### config.mk
export PLATFORM = sky130hd
export DESIGN_NAME = scan_ctrl
export DESIGN_NICKNAME = d
export VERILOG_FILES = /design/src/scroll_pkg.sv /design/src/scan_ctrl.sv
export SDC_FILE = /design/constraint.sdc
export NUM_CORES = 1
export LEC_CHECK = 0
export ABC_CLOCK_PERIOD_IN_PS = 1400
export BUFFER_PORTS_ARGS = -buffer_cell sky130_fd_sc_hd__clkbuf_2
export CAP_MARGIN = 20
export CORE_AREA = 2 2 39 41
export CTS_CLUSTER_DIAMETER = 30
export DETAILED_ROUTE_END_ITERATION = 8
export DIE_AREA = 0 0 41 43
export PLACE_DENSITY = 0.62
export REMOVE_ABC_BUFFERS = 1
export SLEW_MARGIN = 20
export SYNTH_ARGS = -nofsm -noshare
export SYNTH_HDL_FRONTEND = slang
export SYNTH_SLANG_ARGS = --single-unit
### constraint.sdc
create_clock -name clk -period 1.4 [get_ports clk]
set_input_delay 0.21 -clock clk [delete_from_list [all_inputs] [get_ports clk]]
set_output_delay 0.21 -clock clk [all_outputs]
set_load 0.01 [all_outputs]
### src/scroll_pkg.sv
// scroll renderer package: vector types, layer enum, geometry constants, cfg and write structs
package scroll_pkg;

    typedef logic [8:0]  vpos_t;       // line number
    typedef logic [8:0]  hpos_t;       // screen column
    typedef logic [15:0] scroll_t;     // scroll offset or vram base
    typedef logic [22:0] vram_addr_t;  // vram word address
    typedef logic [22:0] rom_addr_t;   // rom word address
    typedef logic [8:0]  pxl_t;        // {palette[4:0], colour[3:0]}
    typedef logic [8:0]  buf_addr_t;   // line store column

    // sequencer state, each layer value also picks the tile size
    typedef enum logic [1:0] {
        IDLE,
        L1,     // 8x8 tiles
        L2,     // 16x16 tiles
        L3      // 32x32 tiles
    } layer_e;

    localparam int   ACTIVE_START = 64;
    localparam int   ACTIVE_END   = 447;
    localparam int   LINE_PIXELS  = 384;
    localparam int   MAP_TILES    = 64;    // map is square
    localparam pxl_t BLANK_PXL    = 9'h1ff;

    typedef struct packed {
        scroll_t base;     // vram base, in 64-word units
        scroll_t hpos;
        scroll_t vpos;
    } layer_cfg_t;

    typedef struct packed {
        logic      we;
        layer_e    layer;
        buf_addr_t col;
        pxl_t      pxl;
    } buf_wr_t;

    // log2 of the tile size of a layer
    function automatic logic [2:0] tile_shift(input layer_e layer);
        case (layer)
            L2:      return 3'd4;
            L3:      return 3'd5;
            default: return 3'd3;
        endcase
    endfunction

endpackage

### src/scan_ctrl.sv
// scan control: line start pulse, line store read column, bank select and active window
`timescale 1ns/100ps

module scan_ctrl import scroll_pkg::*; (
    input  logic      clk,
    input  logic      rst,
    input  logic      pxl_cen,
    input  vpos_t     vdump,
    input  hpos_t     hdump,
    output logic      line_start,
    output buf_addr_t rd_addr,
    output logic      rd_bank,
    output logic      active
);

// column 0 of the line store sits at the left edge of the window
assign rd_addr = buf_addr_t'(hdump - hpos_t'(ACTIVE_START));

// even lines read bank 0, the fetch fills the other one
assign rd_bank = vdump[0];

assign active = hdump >= hpos_t'(ACTIVE_START) &&
                hdump <= hpos_t'(ACTIVE_END);

always_ff @(posedge clk or posedge rst) begin
    if (rst) begin
        line_start <= 1'b0;
    end else begin
        line_start <= pxl_cen && hdump == '0;   // once per line
    end
end

endmodule

==> results.ini <==
[placement]
routabilityCongestion = 0.676
io_buffer_count = 22
place_inst = 65
place_hpwl_um = 495
place_area_um2 = 334

[synthesis]
yosysTopAreaCell = buf_4
synth_cells = 30
yosysWarnings = 0
ys_seq_area_frac = 0.110
synth_top_cell_area_share = 0.232
ys_top_cells_by_area = buf_4 (23%), ha_1 (22%), dfrtp_1 (11%)
synth_area_per_cell_um2 = 7.55
netlist_area_um2 = 226
yosysUniqueCellTypes = 15
ys_ff_latch = 1

[worst_hold_path]
hp-class = input port to asynchronous set/reset pin

[setup_path]
worstPathMaxFanout = 2
required_ns = 1.19
critPathKind = input port to output pin
start_kind = input port
cp-end-kind = output pin
arrival_ns = 1.26

[run_status]
violations = negative setup slack
run_status = finished with violations

[pwr]
vdd_drop_max_mv = 0.0468
powerDensity_nw_per_um2 = 316
p_leak_nw = 0.211

[finish]
drive_above_1_share = 0.600
largest-register = line_start
largest_register_ffs = 1
fillCellCount = 164
fin_area_um2 = 382
nets = 77
finalNonFillerCells = 66
antenna_cells = 0
top_regs = line_start: 1 flops
syn2layout_area_growth_pct = 68.5
final_util = 0.276

[job]
timing.max_cap.violations = 0

[routing]
drt-pass1-iter-count = 2
antenna_left = 0
drc_errors = 0
vias = 267
drt_iter0_markers = 1
viasPerCell = 4.05
routedWlPerCell_um = 7.88
wl_um = 520

[floorplan]
chipHeight_um = 43
dieWidth_um = 41
start_util = 0.164
num_io_pins = 33
core_um2 = 1380
die-area_um2 = 1760
num_rows = 14

[global_route]
overflow = 0
grt_max_degree = 5
grt_use_total = 0.0550
grt_pass1_vias = 209
antenna_found_initial = 0
grt_pass1_wl_um = 717

[timing]
worst_slack_ns = -0.0676
slew-limit-headroom = 0.765
finalCritPeriodShare = 1.05
setup_violations = 1
max_freq_mhz = 681
layout_min_cycle_time_ns = 1.47
final_hold_viol_count = 0
rsz0062_at_grt = true
drv_slew = 0
worstMarginPinSlew_ns = 0.350

[clocking]
clk_pin_slew_ns = 0

[Yosys cell counts, drive strengths merged]
master / number
buf: 7
ha: 4
inv: 4
nand2: 4
a31o: 1
and3: 1
dfrtp: 1
nand4: 1
nor2: 1
nor3: 1
nor4: 1
o2111ai: 1
or3: 1
or4: 1
xor2: 1
[layer usage]
layer | track usage | wire [um] | up-vias
met4 | 0 | 0 | 0
met1 | 0.0413 | 161 | 115
met2 | 0.131 | 306 | 15
met5 | 0 | 0 | -
met3 | 0 | 52 | 0
li1 | - | - | 137
[power by group]
part / switching (mW) / internal (mW) / total [mW]
clock network: 0 / 0 / 0
registers: 0.00000615 / 0.0295 / 0.0295
logic: 0.0434 / 0.0476 / 0.0910
total: 0.0434 / 0.0770 / 0.120
[stage by stage]
step                      setup slack (ns)  hold WS (ns)  setup TNS (ns)  power [mW]
after global routing               -0.0868        0.0385         -0.0868       0.131
after detailed placement            -0.174        0.0299          -0.174       0.110
after CTS                          -0.0733        0.0314         -0.0733       0.122
after global placement              -0.152        0.0281          -0.152       0.109
final                              -0.0676        0.0283         -0.0676       0.120
after floorplan                   -0.00255       -0.0613        -0.00255      0.0531
[cells by family (layout without fill, tap and decap cells)]
logic type / after synthesis / in the layout / synth area share
compound gates: 2 / 2 / 0.0774
flops: 1 / 1 / 0.110
fa+ha+maj: 4 / 4 / 0.221
simple gates: 11 / 11 / 0.254
buf+inv: 11 / 31 / 0.298
xor+xnor: 1 / 1 / 0.0387
[repair_timing]
action,4_1_cts,5_1_grt
pin swaps,3,0
endpoints found under the setup margin,1,1
setup buffers,1,0
gates resized for setup,8,0
hold buffers,0,0
[final cells by class]
class	instances	area [um2]	share of cell area
inverter	4	17.5	0.0459
multi-input combinational	18	150	0.393
sequential	1	25.0	0.0656
tap	16	20.0	0.0525
timing repair buffer	27	169	0.443
[worst max-delay path by stage]
stage	cells after the start	startpoint	to
after floorplan	4	hdump[6]	active
after global placement	6	hdump[6]	active
after detailed placement	6	hdump[6]	active
after CTS	6	hdump[6]	active
after global routing	6	hdump[7]	active
final	6	hdump[6]	active
[critical path, stage by stage]
cell      delay (ns)
clkbuf_8        0.11
inv_4           0.03
ha_4            0.13
or4_1           0.49
and3_1          0.16
clkbuf_2        0.12
[cells in the final DEF (no fill, tap or decap), types with 2 or more instances in the layout]
master    synthesis  routed
clkbuf_2          0      20
ha_1              4       3
nand2_1           4       4
buf_4             7       4
inv_1             4       3
clkbuf_8          0       2
Power figures use the tool's default switching activity.
