<file path="src/scroll_pkg.sv">
// scroll renderer package: vector types, layer enum, geometry constants, cfg and write structs
package scroll_pkg;

    typedef logic [8:0]  vpos_t;       // line number
    typedef logic [8:0]  hpos_t;       // screen column
    typedef logic [15:0] scroll_t;     // scroll offset or vram base
    typedef logic [22:0] vram_addr_t;  // vram word address
    typedef logic [22:0] rom_addr_t;   // rom word address
    typedef logic [8:0]  pxl_t;        // {palette[4:0], colour[3:0]}
    typedef logic [8:0]  buf_addr_t;   // line store column

    // sequencer state, each layer value also picks the tile size
    typedef enum logic [1:0] {
        IDLE,
        L1,     // 8x8 tiles
        L2,     // 16x16 tiles
        L3      // 32x32 tiles
    } layer_e;

    localparam int   ACTIVE_START = 64;
    localparam int   ACTIVE_END   = 447;
    localparam int   LINE_PIXELS  = 384;
    localparam int   MAP_TILES    = 64;    // map is square
    localparam pxl_t BLANK_PXL    = 9'h1ff;

    typedef struct packed {
        scroll_t base;     // vram base, in 64-word units
        scroll_t hpos;
        scroll_t vpos;
    } layer_cfg_t;

    typedef struct packed {
        logic      we;
        layer_e    layer;
        buf_addr_t col;
        pxl_t      pxl;
    } buf_wr_t;

    // log2 of the tile size of a layer
    function automatic logic [2:0] tile_shift(input layer_e layer);
        case (layer)
            L2:      return 3'd4;
            L3:      return 3'd5;
            default: return 3'd3;
        endcase
    endfunction

endpackage

</file>
<file path="src/tile_fetch.sv">
// tile fetch FSM: map entry and tile row reads for one layer, pixel writes to the line store
`timescale 1ns/100ps

module tile_fetch import scroll_pkg::*; (
    input  logic        clk,
    input  logic        rst,
    input  logic        start,
    input  layer_e      layer,
    input  layer_cfg_t  cfg,
    input  vpos_t       vrender,
    output logic        done,
    output vram_addr_t  vram_addr,
    output logic        vram_cs,
    input  logic [15:0] vram_data,
    input  logic        vram_ok,
    output rom_addr_t   rom_addr,
    output logic        rom_cs,
    input  logic [31:0] rom_data,
    input  logic        rom_ok,
    output buf_wr_t     buf_wr
);

typedef enum logic [2:0] {
    ST_IDLE,
    ST_CODE,
    ST_ATTR,
    ST_ROM,
    ST_DRAW
} tile_fetch_st;

tile_fetch_st      st;
logic [2:0]        tshift;
logic [4:0]        tmask;
scroll_t           row_pix;
logic [5:0]        map_row;
logic [5:0]        tcol;       // map column of current tile
logic [4:0]        row_in;
logic [4:0]        hfine;
logic [1:0]        ck;
logic [1:0]        ck_last;
logic [1:0]        ck_eff;
logic [15:0]       code;
logic [5:0]        attr;       // flip in bit 5, palette below
logic [31:0]       rom_q;
logic [2:0]        px;
logic [2:0]        nib;
logic signed [9:0] col;        // screen column, negative for the first tile
vram_addr_t        map_addr;
rom_addr_t         chunk_addr;
logic              in_line;

always_comb begin
    tshift   = tile_shift(layer);
    tmask    = 5'((1 << tshift) - 1);
    row_pix  = cfg.vpos + scroll_t'(vrender);
    map_row  = 6'((row_pix >> tshift) % MAP_TILES);
    row_in   = row_pix[4:0] & tmask;
    hfine    = cfg.hpos[4:0] & tmask;
    ck_last  = 2'(tmask >> 3);          // groups per tile row minus one
    ck_eff   = attr[5] ? ck_last - ck : ck;
    nib      = attr[5] ? ~px : px;
    map_addr = vram_addr_t'({cfg.base, 6'd0}) + vram_addr_t'({map_row, tcol, 1'b0});
    chunk_addr = (rom_addr_t'(code) << (2 * tshift - 3))
               + (rom_addr_t'(row_in) << (tshift - 3))
               + rom_addr_t'(ck_eff);
    in_line  = col >= 0 && col < LINE_PIXELS;
end

always_ff @(posedge clk or posedge rst) begin
    if (rst) begin
        st        <= ST_IDLE;
        done      <= 1'b0;
        vram_cs   <= 1'b0;
        rom_cs    <= 1'b0;
        buf_wr.we <= 1'b0;
        col       <= '0;
        tcol      <= '0;
        ck        <= '0;
        px        <= '0;
    end else begin
        done      <= 1'b0;
        buf_wr.we <= 1'b0;
        case (st)
            ST_IDLE: begin
                if (start) begin
                    col  <= -$signed({5'd0, hfine});
                    tcol <= 6'((cfg.hpos >> tshift) % MAP_TILES);
                    st   <= ST_CODE;
                end
            end
            ST_CODE: begin
                if (!vram_cs) begin
                    vram_cs   <= 1'b1;
                    vram_addr <= map_addr;
                end else if (vram_ok) begin
                    vram_cs <= 1'b0;
                    code    <= vram_data;
                    st      <= ST_ATTR;
                end
            end
            ST_ATTR: begin
                if (!vram_cs) begin
                    vram_cs   <= 1'b1;
                    vram_addr <= map_addr + 23'd1;   // attribute follows the code
                end else if (vram_ok) begin
                    vram_cs <= 1'b0;
                    attr    <= vram_data[5:0];
                    ck      <= '0;
                    st      <= ST_ROM;
                end
            end
            ST_ROM: begin
                if (!rom_cs) begin
                    rom_cs   <= 1'b1;
                    rom_addr <= chunk_addr;
                end else if (rom_ok) begin
                    rom_cs <= 1'b0;
                    rom_q  <= rom_data;
                    px     <= '0;
                    st     <= ST_DRAW;
                end
            end
            ST_DRAW: begin
                buf_wr.we    <= in_line;   // drop columns off screen
                buf_wr.layer <= layer;
                buf_wr.col   <= col[8:0];
                buf_wr.pxl   <= {attr[4:0], rom_q[{nib, 2'b00} +: 4]};
                col          <= col + 10'sd1;
                px           <= px + 3'd1;
                if (px == 3'd7) begin
                    if (ck != ck_last) begin
                        ck <= ck + 2'd1;
                        st <= ST_ROM;
                    end else if (col >= LINE_PIXELS - 1) begin
                        done <= 1'b1;
                        st   <= ST_IDLE;
                    end else begin
                        tcol <= tcol + 6'd1;     // wraps at the map edge
                        st   <= ST_CODE;
                    end
                end
            end
            default: st <= ST_IDLE;
        endcase
    end
end

// request held until the memory answers
a_vram_hold: assert property (@(posedge clk) disable iff (rst)
    vram_cs && !vram_ok |=> vram_cs && $stable(vram_addr));

a_rom_hold: assert property (@(posedge clk) disable iff (rst)
    rom_cs && !rom_ok |=> rom_cs && $stable(rom_addr));

endmodule

</file>
<file path="src/scroll_seq.sv">
// layer sequencer: steps L1..L3 each line, latches layer cfg and drives the tile fetch
`timescale 1ns/100ps

module scroll_seq import scroll_pkg::*; (
    input  logic        clk,
    input  logic        rst,
    input  logic        line_start,
    input  vpos_t       vdump,
    input  layer_cfg_t  cfg1,
    input  layer_cfg_t  cfg2,
    input  layer_cfg_t  cfg3,
    output vram_addr_t  vram_addr,
    output logic        vram_cs,
    input  logic [15:0] vram_data,
    input  logic        vram_ok,
    output rom_addr_t   rom_addr,
    output logic        rom_cs,
    input  logic [31:0] rom_data,
    input  logic        rom_ok,
    output buf_wr_t     buf_wr
);

layer_e     st;
layer_cfg_t cfg_q;
vpos_t      vrender;       // line being rendered, one ahead of vdump
logic       fetch_start;
logic       fetch_done;
logic       seq_done;

assign seq_done = fetch_done && st == L3;

always_ff @(posedge clk or posedge rst) begin
    if (rst) begin
        st          <= IDLE;
        fetch_start <= 1'b0;
    end else begin
        fetch_start <= 1'b0;
        if (line_start) begin
            st          <= L1;
            fetch_start <= 1'b1;
        end else if (seq_done) begin
            st <= IDLE;
        end else if (fetch_done) begin
            st          <= st == L1 ? L2 : L3;
            fetch_start <= 1'b1;
        end
    end
end

// layer registers, loaded one layer at a time
always_ff @(posedge clk) begin
    if (line_start) begin
        cfg_q   <= cfg1;
        vrender <= vdump + 9'd1;
    end else if (fetch_done && st == L1) begin
        cfg_q <= cfg2;
    end else if (fetch_done && st == L2) begin
        cfg_q <= cfg3;
    end
end

tile_fetch u_fetch (
    .clk       ( clk         ),
    .rst       ( rst         ),
    .start     ( fetch_start ),
    .layer     ( st          ),
    .cfg       ( cfg_q       ),
    .vrender   ( vrender     ),
    .done      ( fetch_done  ),
    .vram_addr ( vram_addr   ),
    .vram_cs   ( vram_cs     ),
    .vram_data ( vram_data   ),
    .vram_ok   ( vram_ok     ),
    .rom_addr  ( rom_addr    ),
    .rom_cs    ( rom_cs      ),
    .rom_data  ( rom_data    ),
    .rom_ok    ( rom_ok      ),
    .buf_wr    ( buf_wr      )
);

// all three layers must be done before the next line begins
a_line_idle: assert property (@(posedge clk) disable iff (rst)
    line_start |-> st == IDLE);

endmodule

</file>
<file path="config.mk">
export PLATFORM = sky130hd
export DESIGN_NAME = scroll_seq
export DESIGN_NICKNAME = d
export VERILOG_FILES = /design/src/scroll_pkg.sv /design/src/tile_fetch.sv /design/src/scroll_seq.sv
export SDC_FILE = /design/constraint.sdc
export NUM_CORES = 1
export LEC_CHECK = 0
export BUFFER_PORTS_ARGS = -buffer_cell sky130_fd_sc_hd__buf_2
export CAP_MARGIN = 20
export CORE_MARGIN = 2
export CORE_UTILIZATION = 49
export CTS_CLUSTER_DIAMETER = 100
export DETAILED_ROUTE_END_ITERATION = 12
export PLACE_DENSITY = 0.83
export SYNTH_ARGS = -nofsm -noshare
export SYNTH_HDL_FRONTEND = slang
export SYNTH_SLANG_ARGS = --single-unit
</file>
<file path="constraint.sdc">
create_clock -name clk -period 3.9 [get_ports clk]
set_clock_uncertainty 0.05 [all_clocks]
set_input_delay 0.195 -clock clk [delete_from_list [all_inputs] [get_ports clk]]
set_output_delay 0.195 -clock clk [all_outputs]
set_load 0.01 [all_outputs]
</file>
==> summary.txt <==
Run status
  – Run status: finished, final reports clean

Worst setup path
  – Arr. time, crit path: 4.10 ns
  – Startpoint Class: flip-flop
  – CP Class: flip-flop to flip-flop
  – Slowest cell delay on critical path: roughly 0.54 ns
  – Top Family by Delay on Critical Path: adder cells
  – Required @ worst endpoint: just over 4 ns
  – Worst-path fanout max: 2
  – CP dominant cell by count: fa_2
  – Critical-path cell list: ha_2 > fa_2 > a22oi_2 > fa_1 > inv_2 > ha_4 > fa_2 > a211oi_2 > o21ai_2 > o2111a_1 > o31a_1 > a221o_1 > a21oi_2
  – Critical Path Slowest Stage Cell: fa_2
  – Crit. End Element: flip-flop
  – Critical path buffers and inverters: 1

GRT
  – Initial antenna violation count: 0
  – First-pass GRT wire length: around 43 mm
  – Total GRT Usage: 0.229
  – Overflow after GRT: 0
  – Vias in the first global route: between 8000 and 9000
  – Largest net degree at the start of global routing: 49

Place
  – Post-DP HPWL: 18.8 mm
  – Post-place instance area: roughly 13000 um^2
  – IO buf count: between 200 and 250
  – GP Congestion: 0.885

CTS
  – Clk sink count: 198
  – Clock Latency Late Sink: approximately 0.44 ns
  – CTS root buf: clkbuf_16
  – Clock-pin slew on the worst setup and hold paths: around 0.080 ns
  – CTS buffer count: 17
  – Clk buf depth: 2
  – TritonCTS clock tree: done
  – Max H-tree Level: 4

Cells and area
  – Ant diodes: 0
  – Most frequent cells in the layout: 244 x buf_2, 167 x edfxtp_1, 90 x nand2_1
  – Layout area overhead: 29.7%
  – Layout cell share with drive strength beyond 1: 0.275
  – Commonest non-fill, non-tap cell in the layout: buf_2
  – Post-route cell area: between 10000 and 15000 um^2
  – Nets@finish: 1582

Drt
  – M1 wire length: roughly 11 mm
  – Via/cell ratio: 5.50
  – Routed wire length: approximately 27 mm
  – Initial drt markers: 728
  – Routed len/inst: between 15 and 20 um
  – Remaining antenna violation count after routing: 0
  – Wire length on met2: 13.9 mm
  – Total number of vias: ~8800
  – Top Layer Used: met4
  – Pre-Repair DR Iteration Count: 5
  – Metal3 WL: 1.16 mm
  – Residual DRC count: 0

Timing
  – Final Hold Fails: 0
  – Final max-slew violation count: 0
  – Max Freq: roughly 0.26 GHz
  – Setup violators final: 0
  – Max_slew headroom: 0.357
  – Final min period: slightly below 4 ns
  – RSZ-0062 raised after global routing: yes
  – Tcrit/Tclk final: 0.985
  – Slew @ Worst Pin: about 0.96 ns
  – Fin Hold WS: 0.00802 ns

Pwr
  – Power Dens Cells: around 480 nW/um^2
  – Worst vdd ir: roughly 260 uV
  – Leak pwr: 6.25 nW

Floorplanning
  – Initial core utilization: 0.501
  – Die Y: approximately 150 um
  – Ports: 275
  – Die ar.: 23700 um^2
  – Core ar.: between 20000 and 25000 um^2
  – Rows: 54
  – Die W: ~150 um

Yosys
  – Post-synth EDFFs: around 170
  – Async S/R FF share, synth: 0.157
  – Top FF cell, synth: edfxtp_1
  – Register area share after synthesis: 0.527
  – Count of cell types in the netlist: between 70 and 80
  – Mean post-synth cell area: 11.5 um^2
  – Warnings from Yosys: 0
  – Mapped cell area: between 10000 and 15000 um^2
  – Mapped Cells: 959
  – FF+latch count, synth: 198

Worst hold path
  – Worst min path class: input pin to flip-flop

Flow run
  – Max-Cap Viols: 0
logic make-up after synthesis:
kind of cell / after synthesis / share of synthesized area
and+or+nand+nor: 261 / 0.109
muxes: 74 / 0.0770
AOI/OAI and AO/OA: 238 / 0.138
xor gates and xnor gates: 54 / 0.0437
other: 2 / 0.000683
adders and majority gates: 70 / 0.0824
DFF: 198 / 0.527
buffers and inverters: 62 / 0.0224
registers in the layout (all words and copies together), names as in the netlist, 2 cells and up:
name / flops
cfg_q: 38
st: 2
u_fetch.attr: 6
u_fetch.buf_wr: 21
u_fetch.ck: 2
u_fetch.code: 16
u_fetch.col: 10
u_fetch.px: 3
u_fetch.rom_addr: 23
u_fetch.rom_q: 32
u_fetch.st: 3
u_fetch.tcol: 6
u_fetch.vram_addr: 23
vrender: 9
layer usage:
metal  GRT usage  vias up
met4      0.0966        0
li1            -     4283
met2       0.405      312
met5           0        -
met1       0.282     4136
met3      0.0349       62
final cells by class:
cell class                 count  area (um^2)
tap                          280          350
clock buffer                  17          425
clock inverter                15          230
timing repair buffer         354         2240
sequential                   198         5790
fill                        1611         7690
multi-input combinational    713         5140
inverter                      22         82.6
cell usage after synthesis, types with 10 or more instances:
master | instances | area share
buf_2 | 11 | 0.0050
nor3_1 | 13 | 0.0059
xnor2_1 | 34 | 0.027
nand2_1 | 90 | 0.031
xor2_1 | 19 | 0.015
and3_1 | 10 | 0.0057
a21oi_1 | 68 | 0.031
nand3_1 | 26 | 0.012
mux2i_1 | 61 | 0.056
nor2_1 | 73 | 0.025
edfxtp_1 | 167 | 0.46
dfrtp_1 | 31 | 0.071
ha_1 | 66 | 0.075
o21ai_0 | 75 | 0.034
inv_1 | 22 | 0.0075
a211oi_1 | 10 | 0.0068
clkbuf_1 | 24 | 0.0082
where the power goes:
group          internal, mW  total (mW)  switching (mW)
Clock                  1.05        1.94           0.885
Combinational         0.907        1.95            1.04
Sequential             2.68        2.96           0.280
Total                  4.64        6.84            2.20
path summary, 6_finish.rpt:
check,from,to,slack [ns],cells after the start
min in group asynchronous,rst,u_fetch.col[2],0.46,4
setup reg to reg,cfg_q[0],u_fetch.rom_addr[21],0.06,13
hold reg to reg,u_fetch.attr[1],u_fetch.buf_wr[5],0.37,0
hold / removal,cfg1[43],cfg_q[43],0.008,3
max in group asynchronous,rst,st[0],3.01,4
setup / recovery,cfg_q[0],u_fetch.rom_addr[21],0.06,13
stage by stage:
| stage | setup WS [ns] | setup TNS, ns | std cells | power [mW] | util |
|---|---|---|---|---|---|
| final | 0.0573 | 0 | 1599 | 6.84 | 0.650 |
| after global routing | -0.0499 | -0.107 | 1599 | 7.18 | 0.650 |
| after CTS | 0.00209 | 0 | 1595 | 6.78 | 0.645 |
| after detailed placement | -0.130 | -0.512 | 1484 | 4.76 | 0.578 |
| after global placement | -0.0643 | -0.0643 | 1484 | 4.68 | 0.578 |
| after floorplan | 0.0197 | 0 | 973 | 4.17 | - |
worst register-to-register path, cell delays in order (launching register included):
cell and delay, ns:
edfxtp_1 0.39, ha_2 0.20, fa_2 0.54, a22oi_2 0.09, fa_1 0.53, inv_2 0.05
ha_4 0.16, fa_2 0.36, a211oi_2 0.25, o21ai_2 0.11, o2111a_1 0.27, o31a_1 0.26
a221o_1 0.33, a21oi_2 0.11
timing repair:
| action | CTS | global route |
|---|---|---|
| setup buffers | 1 | 4 |
| endpoints found under the hold margin | 114 | 0 |
| pin swaps | 6 | 13 |
| gates resized for setup | 7 | 17 |
| hold buffers | 78 | 0 |
| gates cloned | 0 | 0 |
| endpoints found under the setup margin | 7 | 15 |
Note: power is estimated with default switching activity, not from simulation.
